## config.mk

```make
export PLATFORM = sky130hd
export DESIGN_NAME = gpio_device
export DESIGN_NICKNAME = d
export VERILOG_FILES = /design/src/logic/soc_pkg.sv /design/src/logic/gpio_device.sv
export SDC_FILE = /design/constraint.sdc
export NUM_CORES = 1
export LEC_CHECK = 0
export BUFFER_PORTS_ARGS = -buffer_cell sky130_fd_sc_hd__buf_2
export CELL_PAD_IN_SITES_DETAIL_PLACEMENT = 0
export CELL_PAD_IN_SITES_GLOBAL_PLACEMENT = 2
export CORE_MARGIN = 2
export CORE_UTILIZATION = 30
export DETAILED_ROUTE_END_ITERATION = 7
export PLACE_DENSITY = 0.84
export SYNTH_ARGS = -nofsm -noshare
export SYNTH_HDL_FRONTEND = slang
export SYNTH_SLANG_ARGS = --single-unit
export TNS_END_PERCENT = 10
```

## constraint.sdc

```tcl
create_clock -name clk_i -period 1.8 [get_ports clk_i]
set_input_delay 0.27 -clock clk_i [delete_from_list [all_inputs] [get_ports clk_i]]
set_output_delay 0.27 -clock clk_i [all_outputs]
set_load 0.01 [all_outputs]
```

## src/logic/soc_pkg.sv

```systemverilog
package soc_pkg;

    // address map, word addressed
    localparam int ADDR_GPIO_BIT = 7;
    localparam int RAM_WORDS     = 128;

    // gpio register offsets within the low seven address bits
    localparam logic [6:0] GPIO_OUT_OFS = 7'd0;
    localparam logic [6:0] GPIO_SET_OFS = 7'd1;
    localparam logic [6:0] GPIO_CLR_OFS = 7'd2;

    // shifted out when a read ends in error
    localparam logic [31:0] ERR_RDATA = 32'hffff_ffff;

    typedef enum logic [7:0] {
        op_write = 8'h02,
        op_read  = 8'h03
    } spi_op_e;

    typedef enum logic [2:0] {
        st_idle,
        st_cmd,
        st_addr,
        st_wdata,
        st_bus,
        st_rdata,
        st_skip
    } spi_state_e;

    // host to device
    typedef struct packed {
        logic        a_valid;
        logic        a_write;
        logic [7:0]  a_addr;
        logic [31:0] a_wdata;
    } bus_req_t;

    // device to host
    typedef struct packed {
        logic        a_ready;
        logic        d_valid;
        logic        d_error;
        logic [31:0] d_rdata;
    } bus_rsp_t;

endpackage

```

## src/logic/gpio_device.sv

```systemverilog
`timescale 1ns/1ps

module gpio_device (
    input  logic              clk_i,
    input  logic              reset_i,
    input  soc_pkg::bus_req_t req_i,
    output soc_pkg::bus_rsp_t rsp_o,
    output logic [31:0]       gpio_o
);

    logic [soc_pkg::ADDR_GPIO_BIT-1:0] ofs;
    logic                              ofs_ok;
    logic [31:0]                       gpio_q;
    logic                              valid_q;
    logic                              error_q;
    logic [31:0]                       rdata_q;

    assign ofs    = req_i.a_addr[soc_pkg::ADDR_GPIO_BIT-1:0];
    assign ofs_ok = (ofs == soc_pkg::GPIO_OUT_OFS) || (ofs == soc_pkg::GPIO_SET_OFS) ||
                    (ofs == soc_pkg::GPIO_CLR_OFS);

    always_ff @(posedge clk_i) begin
        if (reset_i) begin
            gpio_q  <= '0;
            valid_q <= 1'b0;
        end else begin
            valid_q <= req_i.a_valid;
            if (req_i.a_valid && req_i.a_write) begin
                case (ofs)
                    soc_pkg::GPIO_OUT_OFS: gpio_q <= req_i.a_wdata;
                    soc_pkg::GPIO_SET_OFS: gpio_q <= gpio_q | req_i.a_wdata;
                    soc_pkg::GPIO_CLR_OFS: gpio_q <= gpio_q & ~req_i.a_wdata;
                    // unmapped offset leaves the register alone
                    default: gpio_q <= gpio_q;
                endcase
            end
        end
    end

    always_ff @(posedge clk_i) begin
        if (req_i.a_valid) begin
            error_q <= !ofs_ok;
            rdata_q <= (ofs_ok && !req_i.a_write) ? gpio_q : '0;
        end
    end

    always_comb begin
        rsp_o.a_ready = 1'b1;
        rsp_o.d_valid = valid_q;
        rsp_o.d_error = error_q;
        rsp_o.d_rdata = rdata_q;
    end

    assign gpio_o = gpio_q;

endmodule

```

==> reports/qor.yml <==
die:
  core_um2: 10200
  placementRows: 37
  io_pins: 111
  fp.dieW_um: 106
  die-height_um: 106
  initial_core_util_pct: 30.6
  die_area_um2: 11300
placed_design:
  dp_slack_ns: 0.133
  placed_area_um2: 3880
  placed_cells: 534
  port_buffers: 108
  hpwl_mm: 6.29
  gp_congestion: 0.729
global_routing:
  grt_pass1_vias: 2776
  grt_max_degree: 34
  grt_pass1_wl_mm: 14.6
  grt_util_all_layers_pct: 16.7
  antenna_found_initial: 0
  overflow: 0
synth:
  ys_ff_latch: 66
  seq_area_frac_synth_pct: 52.7
  yosys-top-cells-area: "edfxtp_1, dfxtp_1, o31ai_1"
  syn_inst: 307
  synth_top_area_share_pct: 31.6
  synth_area_um2: 3130
  syn_nets: 351
  syn_avg_cell_area_um2: 10.2
  async_flop_share_pct: 0
  ys_types: 24
  ys.flop_type: "edfxtp_1"
  synth_top_cells_by_count: "dfxtp_1, edfxtp_1, nor2b_1"
  yosysWarnings: 0
  yosysTopAreaCell: "edfxtp_1"
  synth_edf_count: 33
cts:
  clock-root-buffer: "clkbuf_8"
  clkTransAtPathRegs_ns: 0.08
  clockBufferDepth: 2
  clk_latency_ns: 0.34
  cts_resized: 0
  postCtsHoldBufs: 0
  htreeDepth: 3
  numClockSinks: 66
  cts_tree: "yes"
  cts_buffers: 9
  post-cts-setup-buffers: 0
sta:
  fin_crit_ns: 1.33
  fmax_mhz: 754
  finalCritPeriodShare_pct: 73.7
  tightest_slew_ns: 0.686
  slew_viol_final: 0
  fin_ws_ns: 0.473
  skew_ns: 0.00984
  finalHoldViolCount: 0
  tns_ns: 0
  max_slew_margin_pct: 54.3
  rsz0062_at_grt: "no"
  setup_viol: 0
critical_path:
  cp_max_fo: 15
  slowest_delay_ns: 0.46
  crit_required_ns: 1.99
  r2r-end: "gpio_o[5]$_SDFFE_PP0P_"
  r2r-start: "gpio_o[5]$_SDFFE_PP0P_"
  reg2reg_depth: 3
  cp-end-kind: "register"
  crit_buf_inv: 2
  cp_slowest_cell: "a211o_1"
  rrSetupSlack_ns: 0.87
  start_kind: "primary input"
  worstPathArrival_ns: 1.52
  path_class: "primary input to register"
  crit_chain: "buf_2 > a211o_1 > buf_4 > o31ai_1 > a31oi_1"
  worst_path_dominant_cell_family: "compound AO/OA/AOI/OAI gates"
layout:
  fillers: 1030
  design_area_um2: 4070
  stdcell_count: 550
  fin_util_pct: 39.7
  drive_above_1_share_pct: 35.7
  antenna_cells: 0
  final_nets: 453
  area_growth_syn_to_layout_pct: 29.8
power_and_ir_drop:
  leakage_nw: 1.58
  p_per_area_nw_per_um2: 765
  max-vdd-ir-drop_mv: 0.376
detailed_routing:
  totalWireLength_mm: 9.25
  via_per_inst: 5.16
  drc: 0
  vias: 2840
  wl_per_cell_um: 16.8
  first_pass_iters: 4
  drtIter0Drc: 177
  postRouteAntennaNets: 0
worst_hold_path:
  hp-class: "primary input to register"
  holdPathEnd: "gpio_o[10]$_SDFFE_PP0P_"
  hp-start: "req_i[10]"
  hold_depth: 3
run:
  max_cap_viol_count: 0
status:
  status: "finished clean"
power breakdown:
group	internal [W]	switching, W
Combinational	0.0000980	0.000198
Clock	0.000637	0.000570
Sequential	0.00160	0.00000760
worst max path at each step:
stage	slack [ns]	end	depth (start not counted)	start
after global placement	0.15	gpio_o[29]$_SDFFE_PP0P_	5	req_i[32]
final	0.47	gpio_o[3]$_SDFFE_PP0P_	5	req_i[32]
after global routing	0.41	gpio_o[27]$_SDFFE_PP0P_	5	req_i[32]
after floorplan	0.32	error_q$_DFFE_PP_	4	req_i[38]
after CTS	0.50	rdata_q[12]$_SDFFCE_PN0P_	5	req_i[38]
after detailed placement	0.13	rdata_q[24]$_SDFFCE_PN0P_	5	req_i[38]
sequential cells by signal, indices dropped and copies added, names as in the netlist:
signal	flops
error_q	1
gpio_o	32
rdata_q	32
valid_q	1
layer usage:
metal / wire [um] / track usage [%]
met5: 0 / 0
met4: 75 / 6.58
met3: 717 / 5.33
met2: 4280 / 25.9
met1: 4180 / 21.7
cells in the final DEF (no fill, tap or decap):
cell,n
clkinvlp_4,1
a31oi_1,32
buf_4,18
clkinv_4,1
buf_2,108
nor4_4,1
and2_1,32
nor2_2,1
dfxtp_1,33
clkbuf_8,9
a211o_1,1
xor2_4,1
or2_2,1
nor3_2,1
bufinv_16,1
buf_12,2
clkbuf_1,2
conb_1,1
nor4bb_4,1
nor2b_1,33
nand3_1,32
nand4_1,32
nand2_1,1
nor3_4,1
o31ai_1,32
or3_1,1
clkinv_1,1
edfxtp_1,33
clkinv_2,1
tightest hold or removal path, delay by kind of cell:
kind / cells / cell delay (ns)
compound gates: 1 / 0.07
buf+inv: 1 / 0.11
simple gates: 1 / 0.06
through the flow:
| step | hold slack (ns) | total power (W) |
|---|---|---|
| after floorplan | 0.382 | 0.00176 |
| after global placement | 0.493 | 0.00194 |
| after detailed placement | 0.501 | 0.00194 |
| after CTS | 0.196 | 0.00314 |
| after global routing | 0.207 | 0.00323 |
| final | 0.217 | 0.00311 |
layout make-up:
| cell class | instances | area [um^2] | share of cell area (%) |
|---|---|---|---|
| Sequential cell | 66 | 1650 | 40.6 |
| Multi-Input combinational cell | 204 | 1340 | 33.0 |
| Timing Repair Buffer | 128 | 716 | 17.6 |
| Tap cell | 136 | 170 | 4.18 |
| Clock buffer | 11 | 131 | 3.23 |
| Clock inverter | 5 | 55.1 | 1.35 |
kinds of logic after synthesis:
logic type,synth area share (%)
AOI/OAI and AO/OA,14.3
xor gates and xnor gates,0.280
buffers and inverters,5.99
DFF,52.7
other,0.120
and+or+nand+nor,26.5
Power figures use the tool's default switching activity.
