**config.mk**
```make
export PLATFORM = sky130hd
export DESIGN_NAME = bus_xbar
export DESIGN_NICKNAME = d
export VERILOG_FILES = /design/src/logic/soc_pkg.sv /design/src/logic/bus_xbar.sv
export SDC_FILE = /design/constraint.sdc
export NUM_CORES = 1
export LEC_CHECK = 0
export ABC_AREA = 0
export ABC_CLOCK_PERIOD_IN_PS = 1740
export BUFFER_PORTS_ARGS = -buffer_cell sky130_fd_sc_hd__buf_2
export CORE_AREA = 2 2 90 92
export DETAILED_ROUTE_END_ITERATION = 6
export DIE_AREA = 0 0 92 94
export GPL_TIMING_DRIVEN = 0
export PLACE_DENSITY = 0.74
export SLEW_MARGIN = 20
export SYNTH_ARGS = -nofsm -noshare
export SYNTH_HDL_FRONTEND = slang
export SYNTH_SLANG_ARGS = --single-unit
```
**constraint.sdc**
```tcl
create_clock -name clk_i -period 1.74 [get_ports clk_i]
set_clock_uncertainty 0.2 [all_clocks]
set_input_delay 0.348 -clock clk_i [delete_from_list [all_inputs] [get_ports clk_i]]
set_output_delay 0.348 -clock clk_i [all_outputs]
set_load 0.01 [all_outputs]
```
**src/logic/soc_pkg.sv**
```systemverilog
package soc_pkg;

    // address map, word addressed
    localparam int ADDR_GPIO_BIT = 7;
    localparam int RAM_WORDS     = 128;

    // gpio register offsets within the low seven address bits
    localparam logic [6:0] GPIO_OUT_OFS = 7'd0;
    localparam logic [6:0] GPIO_SET_OFS = 7'd1;
    localparam logic [6:0] GPIO_CLR_OFS = 7'd2;

    // shifted out when a read ends in error
    localparam logic [31:0] ERR_RDATA = 32'hffff_ffff;

    typedef enum logic [7:0] {
        op_write = 8'h02,
        op_read  = 8'h03
    } spi_op_e;

    typedef enum logic [2:0] {
        st_idle,
        st_cmd,
        st_addr,
        st_wdata,
        st_bus,
        st_rdata,
        st_skip
    } spi_state_e;

    // host to device
    typedef struct packed {
        logic        a_valid;
        logic        a_write;
        logic [7:0]  a_addr;
        logic [31:0] a_wdata;
    } bus_req_t;

    // device to host
    typedef struct packed {
        logic        a_ready;
        logic        d_valid;
        logic        d_error;
        logic [31:0] d_rdata;
    } bus_rsp_t;

endpackage

```
**src/logic/bus_xbar.sv**
```systemverilog
`timescale 1ns/1ps

module bus_xbar (
    input  logic              clk_i,
    input  logic              reset_i,
    input  soc_pkg::bus_req_t host_req_i,
    output soc_pkg::bus_rsp_t host_rsp_o,
    output soc_pkg::bus_req_t ram_req_o,
    input  soc_pkg::bus_rsp_t ram_rsp_i,
    output soc_pkg::bus_req_t gpio_req_o,
    input  soc_pkg::bus_rsp_t gpio_rsp_i
);

    logic              sel_gpio;
    logic              dev_ready;
    logic              xfer;
    logic              busy_q;
    logic              busy_next;
    logic              ready_q;
    logic              sel_gpio_q;
    soc_pkg::bus_rsp_t dev_rsp;
    logic              rsp_valid_q;
    logic              rsp_error_q;
    logic [31:0]       rsp_rdata_q;

    assign sel_gpio  = host_req_i.a_addr[soc_pkg::ADDR_GPIO_BIT];
    assign dev_ready = sel_gpio ? gpio_rsp_i.a_ready : ram_rsp_i.a_ready;
    assign xfer      = host_req_i.a_valid && ready_q && dev_ready;
    // response comes from the device that took the request
    assign dev_rsp   = sel_gpio_q ? gpio_rsp_i : ram_rsp_i;

    always_comb begin
        ram_req_o          = host_req_i;
        ram_req_o.a_valid  = host_req_i.a_valid && ready_q && !sel_gpio;
        gpio_req_o         = host_req_i;
        gpio_req_o.a_valid = host_req_i.a_valid && ready_q && sel_gpio;
    end

    always_comb begin
        busy_next = busy_q;
        if (dev_rsp.d_valid) begin
            busy_next = 1'b0;
        end
        if (xfer) begin
            busy_next = 1'b1;
        end
    end

    always_ff @(posedge clk_i) begin
        if (reset_i) begin
            busy_q      <= 1'b0;
            ready_q     <= 1'b0;
            sel_gpio_q  <= 1'b0;
            rsp_valid_q <= 1'b0;
        end else begin
            busy_q      <= busy_next;
            ready_q     <= !busy_next;
            rsp_valid_q <= dev_rsp.d_valid;
            if (xfer) begin
                sel_gpio_q <= sel_gpio;
            end
        end
    end

    always_ff @(posedge clk_i) begin
        if (dev_rsp.d_valid) begin
            rsp_error_q <= dev_rsp.d_error;
            rsp_rdata_q <= dev_rsp.d_rdata;
        end
    end

    always_comb begin
        host_rsp_o.a_ready = ready_q && dev_ready;
        host_rsp_o.d_valid = rsp_valid_q;
        host_rsp_o.d_error = rsp_error_q;
        host_rsp_o.d_rdata = rsp_rdata_q;
    end

    // only one device holds a request at a time
    a_one_target: assert property (@(posedge clk_i) disable iff (reset_i)
        (ram_req_o.a_valid || gpio_req_o.a_valid) |-> !busy_q)
        else $error("device request while another one is outstanding");

    a_rsp_outstanding: assert property (@(posedge clk_i) disable iff (reset_i)
        (ram_rsp_i.d_valid || gpio_rsp_i.d_valid) |-> busy_q)
        else $error("device response without outstanding request");

endmodule

```
==> impl_summary.txt <==
----------------------------------------------------
[Status]
  Run status ... completed

[Clock tree]
  Library cell used as clock root buffer ... sky130_fd_sc_hd__clkbuf_8
  Clock insertion delay at the later pin of the skew report ... 280 ps
  Hold_buf cts ... 0
  CTS tree ... built
  Maximum buffer depth of the clock tree ... 2
  H-tree level count ... 2
  Clock buffer count from CTS ... 5
  Total number of clock tree sinks ... 37
  Worst-path clk slew ... 70 ps

[Run]
  Max-capacitance violation count ... 0

[Worst setup path]
  Top cell family by delay on the critical path ... buffers and inverters
  Worst Setup SP ... sel_gpio_q$_SDFFE_PP0P_
  Start of the worst register-to-register path ... sel_gpio_q$_SDFFE_PP0P_
  Max stage delay cell, worst path ... sky130_fd_sc_hd__mux2i_4
  Launching element type of the critical path ... flop
  Highest fanout seen on the critical path ... 8
  Kind of end point of the critical path ... flop
  Maximum single-stage delay on the critical path ... 370 ps
  Arrival time of the worst setup path ... 1500 ps
  Critical path required time ... 1590 ps
  Worst path cell trace ... buf_6 > mux2i_4 > clkinvlp_4 > buf_4
  Number of buffers and inverters on the critical path ... 3
  WS Path Type ... flop to flop

[Layout]
  Synthesis-to-layout area growth ... 57.8%
  Ratio of cells with drive above 1 in the final layout ... 87.6%
  Count of fill cells added during filler insertion ... 698
  Non-filler cells, final ... 480
  Sequential cell area ... 1070 sq um
  Number of antenna diodes ... 0
  Area of the multi-input gates ... 480 sq um
  Final core utilization ... 46.3%
  Final net count ... 491

[Timing]
  Share of the cycle needed by the critical path after routing ... 94.7%
  Final worst-path setup slack ... 91.7 ps
  Final Slew Violations ... 0
  RSZ-0062 raised after global routing ... false
  Number of endpoints with negative hold slack in the final report ... 0
  Peak clock frequency supported by timing ... 607 MHz
  Worst rel slew slack ... 78.5%
  Hold slack ... 96.6 ps
  Setup Total Neg Slack ... 0 ps
  Actual slew at the worst max-slew pin ... 316 ps
  Final critical-path required period ... 1650 ps
  Count of endpoints failing setup in the final report ... 0

[Hold path]
  Class of the tightest hold or removal check ... input port to flop
  Worst Min Path Start ... reset_i

[Global route]
  Number of global-route vias before repair ... 1789
  Global-route wire length before repair ... 7.90 mm
  Tot GR Track Use ... 11.9%
  Total global routing overflow ... 0
  Antenna violations before repair ... 0
  Maximum number of pins on one net before global-route repair ... 18

[Synthesis]
  Number of distinct library cells after synthesis ... 18
  Number of register bits inferred by synthesis ... 37
  Biggest area contributors in the synthesized netlist ... sky130_fd_sc_hd__edfxtp_1, sky130_fd_sc_hd__buf_4, sky130_fd_sc_hd__mux2_2
  Dominant cell type by area after synthesis ... sky130_fd_sc_hd__edfxtp_1
  Post-synth net total ... 287
  Number of instances in the synthesized netlist ... 173
  Sequential fraction of the synthesis area ... 48.0%
  Synthesis Warnings ... 0
  Synthesized area ... 2230 sq um
  Syn_area_per_cell ... 12.9 sq um
  Fraction of post-synthesis cell area in the top cell type by area ... 44.4%

[Floorplan]
  Horiz. Die Dim ... 92 microns
  Starting density of the core ... 29.4%
  Standard-cell row count ... 32
  Die Area ... 8650 sq um
  Die height ... 94 microns
  Placeable core area ... 7610 sq um
  Number of placed I/O pins ... 233

[Placed design]
  Count of input and output buffers ... 192
  Number of instances in the placed design ... 467
  DP Worst Slack ... -313 ps
  Placer's final routability congestion estimate ... 0.830
  Final HPWL from detailed placement ... 4.86 mm

[Route]
  Starting DRC count in detailed routing ... 18
  Number of optimization iterations in the first detailed-route pass ... 4
  Via total after detailed routing ... 1866
  Routed len/inst ... 11.9 microns
  Detail Route Antenna Nets ... 0
  Routed vias/inst ... 3.89
  Post-detailed-route DRC marker count ... 0
  Overall routed net length ... 5.73 mm

[Power and ir drop]
  Pwr per Cell Area ... 718 nW/um^2
  Max IR drop VDD ... 395 uV
  Pleak ... 1.81 nW

----------------------------------------------------
cells in the final DEF, fill, tap and decap left out, types with 2 or more instances in the layout:
cell type / synthesis / layout
sky130_fd_sc_hd__bufinv_16: 0 / 2
sky130_fd_sc_hd__dfxtp_1: 4 / 3
sky130_fd_sc_hd__buf_4: 84 / 87
sky130_fd_sc_hd__edfxtp_1: 33 / 33
sky130_fd_sc_hd__nor2_1: 3 / 3
sky130_fd_sc_hd__clkbuf_8: 3 / 8
sky130_fd_sc_hd__mux2_2: 33 / 33
sky130_fd_sc_hd__clkinvlp_4: 0 / 2
sky130_fd_sc_hd__buf_2: 0 / 192
path summary, 6_finish.rpt:
path	endpoint	slack, ps	depth (start not counted)
setup reg to reg	rsp_rdata_q[31]$_DFFE_PP_	90	4
hold reg to reg	busy_q$_SDFF_PP0_	300	2
setup / recovery	rsp_rdata_q[31]$_DFFE_PP_	90	4
hold / removal	ready_q$_SDFF_PP0_	100	2
cells by family (layout without fill, tap and decap cells):
logic type / count (synthesis) / count (layout) / share of synthesized area [%]
mux: 35 / 35 / 17.7
flops: 37 / 37 / 48.0
buf+inv: 90 / 295 / 30.9
compound gates: 3 / 3 / 1.23
simple gates: 8 / 8 / 2.19
Yosys cell counts (all sizes together):
cell / count
nand4: 1
clkbuf: 3
buf: 85
nand2: 1
edfxtp: 33
a2bb2oi: 1
mux2: 33
mux2i: 2
dfxtp: 4
o31ai: 1
nor2: 3
nor2b: 1
inv: 2
and2b: 1
and3: 1
a21oi: 1
metal layers:
layer / GRT usage, % / share of wire, %
met5: 0 / 0
met2: 25.2 / 57
met1: 10.6 / 31
met3: 2.97 / 11
met4: 4.10 / 0.80
area by class of cell:
| cell class | count | share of cell area [%] |
|---|---|---|
| clock inverters | 3 | 1.95 |
| flip-flops and latches | 37 | 30.4 |
| plain buffers | 88 | 19.4 |
| well taps | 102 | 3.62 |
| repair buffers | 196 | 28.5 |
| repair inverters | 1 | 0.213 |
| inverters | 2 | 0.320 |
| multi-input cells | 46 | 13.6 |
| clock buffers | 5 | 1.95 |
flip-flops by register name, summed over array words and instances, names as in the netlist:
name	cells
rsp_rdata_q	32
busy_q	1
ready_q	1
rsp_error_q	1
rsp_valid_q	1
sel_gpio_q	1
power by group:
part | switching, mW | total [mW] | internal (mW)
logic | 0.246 | 0.598 | 0.352
clock network | 0.303 | 0.880 | 0.577
registers | 0.0146 | 1.05 | 1.04
through the flow:
| step | area [sq um] | total power [mW] |
|---|---|---|
| floorplan | 2250 | 1.41 |
| global placement | 3340 | 1.65 |
| detailed placement | 3340 | 1.66 |
| CTS | 3520 | 2.56 |
| global route | 3520 | 2.64 |
| finish | 3520 | 2.53 |
repair_timing:
item,CTS,global route
buffers inserted,4,0
endpoints found under the setup margin,33,0
gates resized for setup,1,0
hold endpoints to repair,0,0
No activity file was read; power rests on OpenSTA's default activity.
