$ cat src/logic/soc_pkg.sv
package soc_pkg;

    // address map, word addressed
    localparam int ADDR_GPIO_BIT = 7;
    localparam int RAM_WORDS     = 128;

    // gpio register offsets within the low seven address bits
    localparam logic [6:0] GPIO_OUT_OFS = 7'd0;
    localparam logic [6:0] GPIO_SET_OFS = 7'd1;
    localparam logic [6:0] GPIO_CLR_OFS = 7'd2;

    // shifted out when a read ends in error
    localparam logic [31:0] ERR_RDATA = 32'hffff_ffff;

    typedef enum logic [7:0] {
        op_write = 8'h02,
        op_read  = 8'h03
    } spi_op_e;

    typedef enum logic [2:0] {
        st_idle,
        st_cmd,
        st_addr,
        st_wdata,
        st_bus,
        st_rdata,
        st_skip
    } spi_state_e;

    // host to device
    typedef struct packed {
        logic        a_valid;
        logic        a_write;
        logic [7:0]  a_addr;
        logic [31:0] a_wdata;
    } bus_req_t;

    // device to host
    typedef struct packed {
        logic        a_ready;
        logic        d_valid;
        logic        d_error;
        logic [31:0] d_rdata;
    } bus_rsp_t;

endpackage

$ cat src/logic/spi_bus_host.sv
`timescale 1ns/1ps

module spi_bus_host (
    input  logic              clk_i,
    input  logic              reset_i,
    input  logic              spi_sclk_i,
    input  logic              spi_cs_i,
    input  logic              spi_sdi0_i,
    output logic              spi_sdo0_o,
    output soc_pkg::bus_req_t bus_req_o,
    input  soc_pkg::bus_rsp_t bus_rsp_i
);

    // synchronizer bit order is {sclk, cs, sdi}
    logic [2:0]  sync1_q;
    logic [2:0]  sync2_q;
    logic        sclk_d_q;
    logic        sclk_s;
    logic        cs_s;
    logic        sdi_s;
    logic        sclk_rise;
    logic        sclk_fall;
    logic        last_byte;
    logic        last_word;

    soc_pkg::spi_state_e state_q;
    soc_pkg::spi_op_e    op_q;
    logic [4:0]          bit_cnt_q;
    logic [31:0]         rx_q;
    logic [31:0]         rx_next;
    logic [31:0]         tx_q;
    logic                sdo_q;
    logic                req_valid_q;
    logic [7:0]          addr_q;
    logic [31:0]         wdata_q;
    logic                xfer;

    always_ff @(posedge clk_i) begin
        if (reset_i) begin
            // cs idles high
            sync1_q  <= 3'b010;
            sync2_q  <= 3'b010;
            sclk_d_q <= 1'b0;
        end else begin
            sync1_q  <= {spi_sclk_i, spi_cs_i, spi_sdi0_i};
            sync2_q  <= sync1_q;
            sclk_d_q <= sync2_q[2];
        end
    end

    assign sclk_s    = sync2_q[2];
    assign cs_s      = sync2_q[1];
    assign sdi_s     = sync2_q[0];
    assign sclk_rise = sclk_s && !sclk_d_q;
    assign sclk_fall = !sclk_s && sclk_d_q;
    assign rx_next   = {rx_q[30:0], sdi_s};
    assign last_byte = sclk_rise && (bit_cnt_q == 5'd7);
    assign last_word = sclk_rise && (bit_cnt_q == 5'd31);
    assign xfer      = req_valid_q && bus_rsp_i.a_ready;

    always_ff @(posedge clk_i) begin
        if (reset_i) begin
            state_q     <= soc_pkg::st_idle;
            bit_cnt_q   <= '0;
            req_valid_q <= 1'b0;
            sdo_q       <= 1'b0;
        end else begin
            if (xfer) begin
                req_valid_q <= 1'b0;
            end
            case (state_q)
                soc_pkg::st_idle: begin
                    if (!cs_s) begin
                        state_q   <= soc_pkg::st_cmd;
                        bit_cnt_q <= '0;
                    end
                end
                soc_pkg::st_cmd: begin
                    if (sclk_rise) begin
                        bit_cnt_q <= bit_cnt_q + 5'd1;
                    end
                    if (last_byte) begin
                        bit_cnt_q <= '0;
                        if (rx_next[7:0] == soc_pkg::op_write ||
                            rx_next[7:0] == soc_pkg::op_read) begin
                            state_q <= soc_pkg::st_addr;
                        end else begin
                            state_q <= soc_pkg::st_skip;
                        end
                    end
                end
                soc_pkg::st_addr: begin
                    if (sclk_rise) begin
                        bit_cnt_q <= bit_cnt_q + 5'd1;
                    end
                    if (last_byte) begin
                        bit_cnt_q <= '0;
                        if (op_q == soc_pkg::op_write) begin
                            state_q <= soc_pkg::st_wdata;
                        end else begin
                            state_q     <= soc_pkg::st_bus;
                            req_valid_q <= 1'b1;
                        end
                    end
                end
                soc_pkg::st_wdata: begin
                    if (sclk_rise) begin
                        bit_cnt_q <= bit_cnt_q + 5'd1;
                    end
                    if (last_word) begin
                        bit_cnt_q   <= '0;
                        state_q     <= soc_pkg::st_bus;
                        req_valid_q <= 1'b1;
                    end
                end
                soc_pkg::st_bus: begin
                    if (bus_rsp_i.d_valid) begin
                        bit_cnt_q <= '0;
                        if (op_q == soc_pkg::op_read) begin
                            state_q <= soc_pkg::st_rdata;
                        end else begin
                            state_q <= soc_pkg::st_skip;
                        end
                    end
                end
                soc_pkg::st_rdata: begin
                    if (sclk_fall) begin
                        sdo_q     <= tx_q[31];
                        bit_cnt_q <= bit_cnt_q + 5'd1;
                        if (bit_cnt_q == 5'd31) begin
                            state_q <= soc_pkg::st_skip;
                        end
                    end
                end
                soc_pkg::st_skip: begin
                    bit_cnt_q <= '0;
                end
                default: begin
                    state_q <= soc_pkg::st_idle;
                end
            endcase
            // cs high ends the frame, but a request in flight must complete
            if (cs_s && state_q != soc_pkg::st_bus) begin
                state_q     <= soc_pkg::st_idle;
                req_valid_q <= 1'b0;
                sdo_q       <= 1'b0;
            end
        end
    end

    always_ff @(posedge clk_i) begin
        if (sclk_rise) begin
            rx_q <= rx_next;
        end
        if (state_q == soc_pkg::st_cmd && last_byte) begin
            op_q <= soc_pkg::spi_op_e'(rx_next[7:0]);
        end
        if (state_q == soc_pkg::st_addr && last_byte) begin
            addr_q  <= rx_next[7:0];
            wdata_q <= '0;
        end
        if (state_q == soc_pkg::st_wdata && last_word) begin
            wdata_q <= rx_next;
        end
        // load read data, msb goes out first
        if (state_q == soc_pkg::st_bus && bus_rsp_i.d_valid) begin
            tx_q <= bus_rsp_i.d_error ? soc_pkg::ERR_RDATA : bus_rsp_i.d_rdata;
        end else if (state_q == soc_pkg::st_rdata && sclk_fall) begin
            tx_q <= {tx_q[30:0], 1'b0};
        end
    end

    always_comb begin
        bus_req_o.a_valid = req_valid_q;
        bus_req_o.a_write = (op_q == soc_pkg::op_write);
        bus_req_o.a_addr  = addr_q;
        bus_req_o.a_wdata = wdata_q;
    end

    assign spi_sdo0_o = sdo_q;

    a_req_stable: assert property (@(posedge clk_i) disable iff (reset_i)
        bus_req_o.a_valid && !bus_rsp_i.a_ready |=> $stable(bus_req_o))
        else $error("request changed before acceptance");

    a_no_rsp_idle: assert property (@(posedge clk_i) disable iff (reset_i)
        bus_rsp_i.d_valid |-> state_q != soc_pkg::st_idle)
        else $error("response while host in %s", state_q.name());

endmodule

$ cat config.mk
export PLATFORM = sky130hd
export DESIGN_NAME = spi_bus_host
export DESIGN_NICKNAME = d
export VERILOG_FILES = /design/src/logic/soc_pkg.sv /design/src/logic/spi_bus_host.sv
export SDC_FILE = /design/constraint.sdc
export NUM_CORES = 1
export LEC_CHECK = 0
export CAP_MARGIN = 20
export CORE_MARGIN = 2
export CORE_UTILIZATION = 45
export CTS_CLUSTER_DIAMETER = 60
export DETAILED_ROUTE_END_ITERATION = 10
export DONT_BUFFER_PORTS = 1
export PLACE_DENSITY = 0.6
export SETUP_SLACK_MARGIN = 0.1
export SYNTH_ARGS = -nofsm -noshare
export SYNTH_HDL_FRONTEND = slang
export SYNTH_SLANG_ARGS = --single-unit
export TNS_END_PERCENT = 50
$ cat constraint.sdc
create_clock -name clk_i -period 3.45 [get_ports clk_i]
set_input_delay 0.1725 -clock clk_i [delete_from_list [all_inputs] [get_ports clk_i]]
set_output_delay 0.1725 -clock clk_i [all_outputs]
set_load 0.05 [all_outputs]
==> flow_summary_export.csv <==
group,metric,value,unit
final_layout,fin_cells,547,
critical_path,cp.arrival,2.86,ns
timing,rsz0062_at_grt,"false",
flow_run,drv_cap,0,
routing,drc_errors,0,
floorplan,die_height,110,um
final_layout,drive_above_1_share,13.5,%
floorplan,initial_core_util,46.5,%
routing,wl_met2,3970,um
clock_tree,tritoncts,"done",
critical_path,worstPathRequired,3.72,ns
power_and_ir_drop,power.switching,0.000703,W
clock_tree,cts_max_path_buffers,2,
routing,wl_met1,4140,um
power_and_ir_drop,power_density,596,nW/um^2
routing,drt_iter0_drc,184,
clock_tree,postCtsSetupRepairBufs,0,
timing,finalCritPeriodShare,74.9,%
placed_design,place_ws,1.01,ns
placed_design,portBuffers,0,
status,outcome,"finished clean",
timing,worst_slack,0.865,ns
routing,wirelength,8750,um
clock_tree,clkTransAtPathRegs,0.06,ns
grt,grt_max_degree,64,
logic_synthesis,syn_inst,385,
timing,slew_headroom,48.7,%
critical_path,r2r_cells,5,
timing,fmax,387,MHz
grt,grt_overflow_total,0,
logic_synthesis,ys_seq_area_share,72.2,%
grt,grt_pass1_vias,2764,
clock_tree,cts_root_buffer,"clkbuf_16",
grt,grt_first_pass_wirelength,14100,um
floorplan,fp.dieW,110,um
routing,maxUsedRoutingLayer,"met4",
timing,fin_tns_setup,0,ns
logic_synthesis,ys_async_sr_fraction,0,%
floorplan,die_area,12200,um^2
clock_tree,cts.htree.levels,4,
clock_tree,cts_buffers,17,
hold_path,whs_endpoint,"tx_q[27]$_DFFE_PP_",
floorplan,ios,83,
critical_path,critPathKind,"reg -> reg",
power_and_ir_drop,comb_power_share,1.2,%
timing,setup_violations,0,
placed_design,place_hpwl,5550,um
logic_synthesis,synth_edf_count,111,
final_layout,num_antenna_cells,0,
placed_design,dp.cells,509,
final_layout,num-nets-final,436,
floorplan,coreArea,10900,um^2
critical_path,rrSetupSlack,0.86,ns
logic_synthesis,yosys.cell_count.top_type,"edfxtp_1",
logic_synthesis,yosysUniqueCellTypes,58,
logic_synthesis,synth_top_cell_area_share,65.5,%
routing,dr.pass1.iters,5,
timing,finalHoldViolations,0,
power_and_ir_drop,internal_power,0.00277,W
power_and_ir_drop,p_sw_share,20.2,%
final_layout,nFillCells,934,
timing,worst_hold_slack,0.0255,ns
power_and_ir_drop,seqPwrFrac,48.9,%
logic_synthesis,synth_ff_type,"edfxtp_1",
hold_path,holdCritStartpoint,"bus_rsp_i[27]",
placed_design,place.gp.congestion,0.871,
timing,finClkSkew,0.00936,ns
logic_synthesis,synthesis.nets,427,
critical_path,crit_fanout,63,
hold_path,hp-class,"in -> reg",
critical_path,end_kind,"flop",
routing,drt-vias-per-instance,5.24,
routing,wire_per_inst,16.0,um
power_and_ir_drop,power_leakage,1.94,nW
routing,ant_nets,0,
final_layout,syn2layout_area_growth,14.7,%
timing,fin_crit,2.59,ns
grt,grt_antenna_before_repair,0,
clock_tree,clock_sinks,128,
floorplan,std_cell_rows,38,
logic_synthesis,synth.area.top_cells,"edfxtp_1, dfxtp_1, nor2_1",
power_and_ir_drop,pwr-share-clk,49.9,%
final_layout,final_core_util,53.4,%
routing,vias,2865,
logic_synthesis,synth_largest_area_cell,"edfxtp_1",
timing,slew_violations,0,
logic_synthesis,avgSynthCellArea,13.2,um^2
hold_path,hold_depth,2,
critical_path,r2r_start,"state_q[2]$_SDFFE_PP0P_",
logic_synthesis,yosys-top-cells-count,"edfxtp_1, nor2_1, a21oi_1",
grt,grtUsageTotal,15.6,%
routing,wl_met3,551,um
logic_synthesis,yosysWarnings,0,
clock_tree,clk-insertion-delay-late,0.40,ns
critical_path,r2r_end,"tx_q[0]$_SDFFCE_PN0P_",
critical_path,cp-start-kind,"flop",
logic_synthesis,synth-seq-cells,128,
power_and_ir_drop,vdd_drop_max,358,uV
timing,tightestPinTransition,0.769,ns
logic_synthesis,synth_area,5090,um^2
==> worst max-delay path, stage by stage (launching register included) <==
cell           delay [ns]
dfxtp_1              0.72
nor2b_2              0.31
and3_2               0.21
buf_4                0.46
o21a_1               0.20
dlygate4sd3_1        0.53
==> routing by layer <==
metal	track usage, %	vias up
met2	22.8	97
li1	-	1408
met5	0	-
met1	21.3	1350
met4	7.41	0
met3	4.64	10
==> how the worst max path moves through the flow <==
stage	from	endpoint	depth (start not counted)
CTS	state_q[2]$_SDFFE_PP0P_	tx_q[0]$_SDFFCE_PN0P_	5
floorplan	sclk_d_q$_SDFF_PP0_	wdata_q[0]$_SDFFCE_PN0P_	5
global route	state_q[2]$_SDFFE_PP0P_	tx_q[0]$_SDFFCE_PN0P_	5
detailed placement	state_q[2]$_SDFFE_PP0P_	tx_q[23]$_DFFE_PP_	4
finish	state_q[2]$_SDFFE_PP0P_	tx_q[0]$_SDFFCE_PN0P_	5
global placement	state_q[2]$_SDFFE_PP0P_	tx_q[23]$_DFFE_PP_	4
==> registers in the layout, indices dropped and copies added, names as in the netlist <==
name         count
sync1_q          3
req_valid_q      1
rx_q            31
sync2_q          3
op_q             8
wdata_q         32
addr_q           8
bit_cnt_q        5
tx_q            32
spi_sdo0_o       1
sclk_d_q         1
state_q          3
==> logic make-up (layout without fill, tap and decap cells) <==
family | after synthesis | count (layout) | synth area share (%)
XOR/XNOR | 3 | 3 | 0.517
multiplexers | 2 | 2 | 0.418
AND/OR/NAND/NOR | 160 | 160 | 16.0
adder cells (fa/ha/maj) | 2 | 2 | 0.492
AO/OA/AOI/OAI | 63 | 63 | 7.77
buffers and inverters | 27 | 49 | 2.61
flip-flops | 128 | 128 | 72.2
==> repair_timing <==
item,in CTS,in global routing
endpoints found under the hold margin,11,0
gates resized for setup,0,0
hold buffers,6,0
==> area by class of cell <==
type                            instances  area (um^2)  area share (%)
Inverter                                6         22.5           0.386
Timing Repair Buffer                   11         97.6            1.67
Sequential cell                       128         3670            63.0
Tap cell                              140          175            3.00
Multi-Input combinational cell        230         1280            22.0
Clock inverter                         15          159            2.72
Clock buffer                           17          425            7.29
==> placed cells by master, fill, tap and decap left out, drive strengths merged, types with 2 or more instances in the layout <==
cell type,Yosys,final
a211oi,2,2
a21oi,37,37
a222oi,2,2
and2,34,34
and3,2,2
buf,13,5
bufinv,0,2
clkbuf,8,17
clkinv,0,7
clkinvlp,0,3
dfxtp,17,17
dlygate4sd3,0,6
edfxtp,111,111
ha,2,2
inv,6,9
nand2,11,11
nand2b,3,3
nand3,4,4
nor2,78,78
nor2b,10,10
nor4,4,4
o211ai,2,2
o21ai,6,6
or2,6,6
xnor2,2,2
==> metrics by stage <==
stage | power (W) | cell area (um^2)
5_1_grt | 0.00359 | 5830
3_3_place_gp | 0.00177 | 5190
4_1_cts | 0.00351 | 5830
2_1_floorplan | 0.00176 | 5090
3_5_place_dp | 0.00177 | 5190
6_report | 0.00348 | 5830
==> power by group through the flow <==
stage          registers (W)  clock network (W)   logic, W
2_1_floorplan        0.00173                  0  0.0000339
3_3_place_gp         0.00173                  0  0.0000360
3_5_place_dp         0.00173                  0  0.0000362
4_1_cts              0.00170            0.00177  0.0000425
5_1_grt              0.00170            0.00184  0.0000477
6_report             0.00170            0.00174  0.0000421
Power figures use the tool's default switching activity.
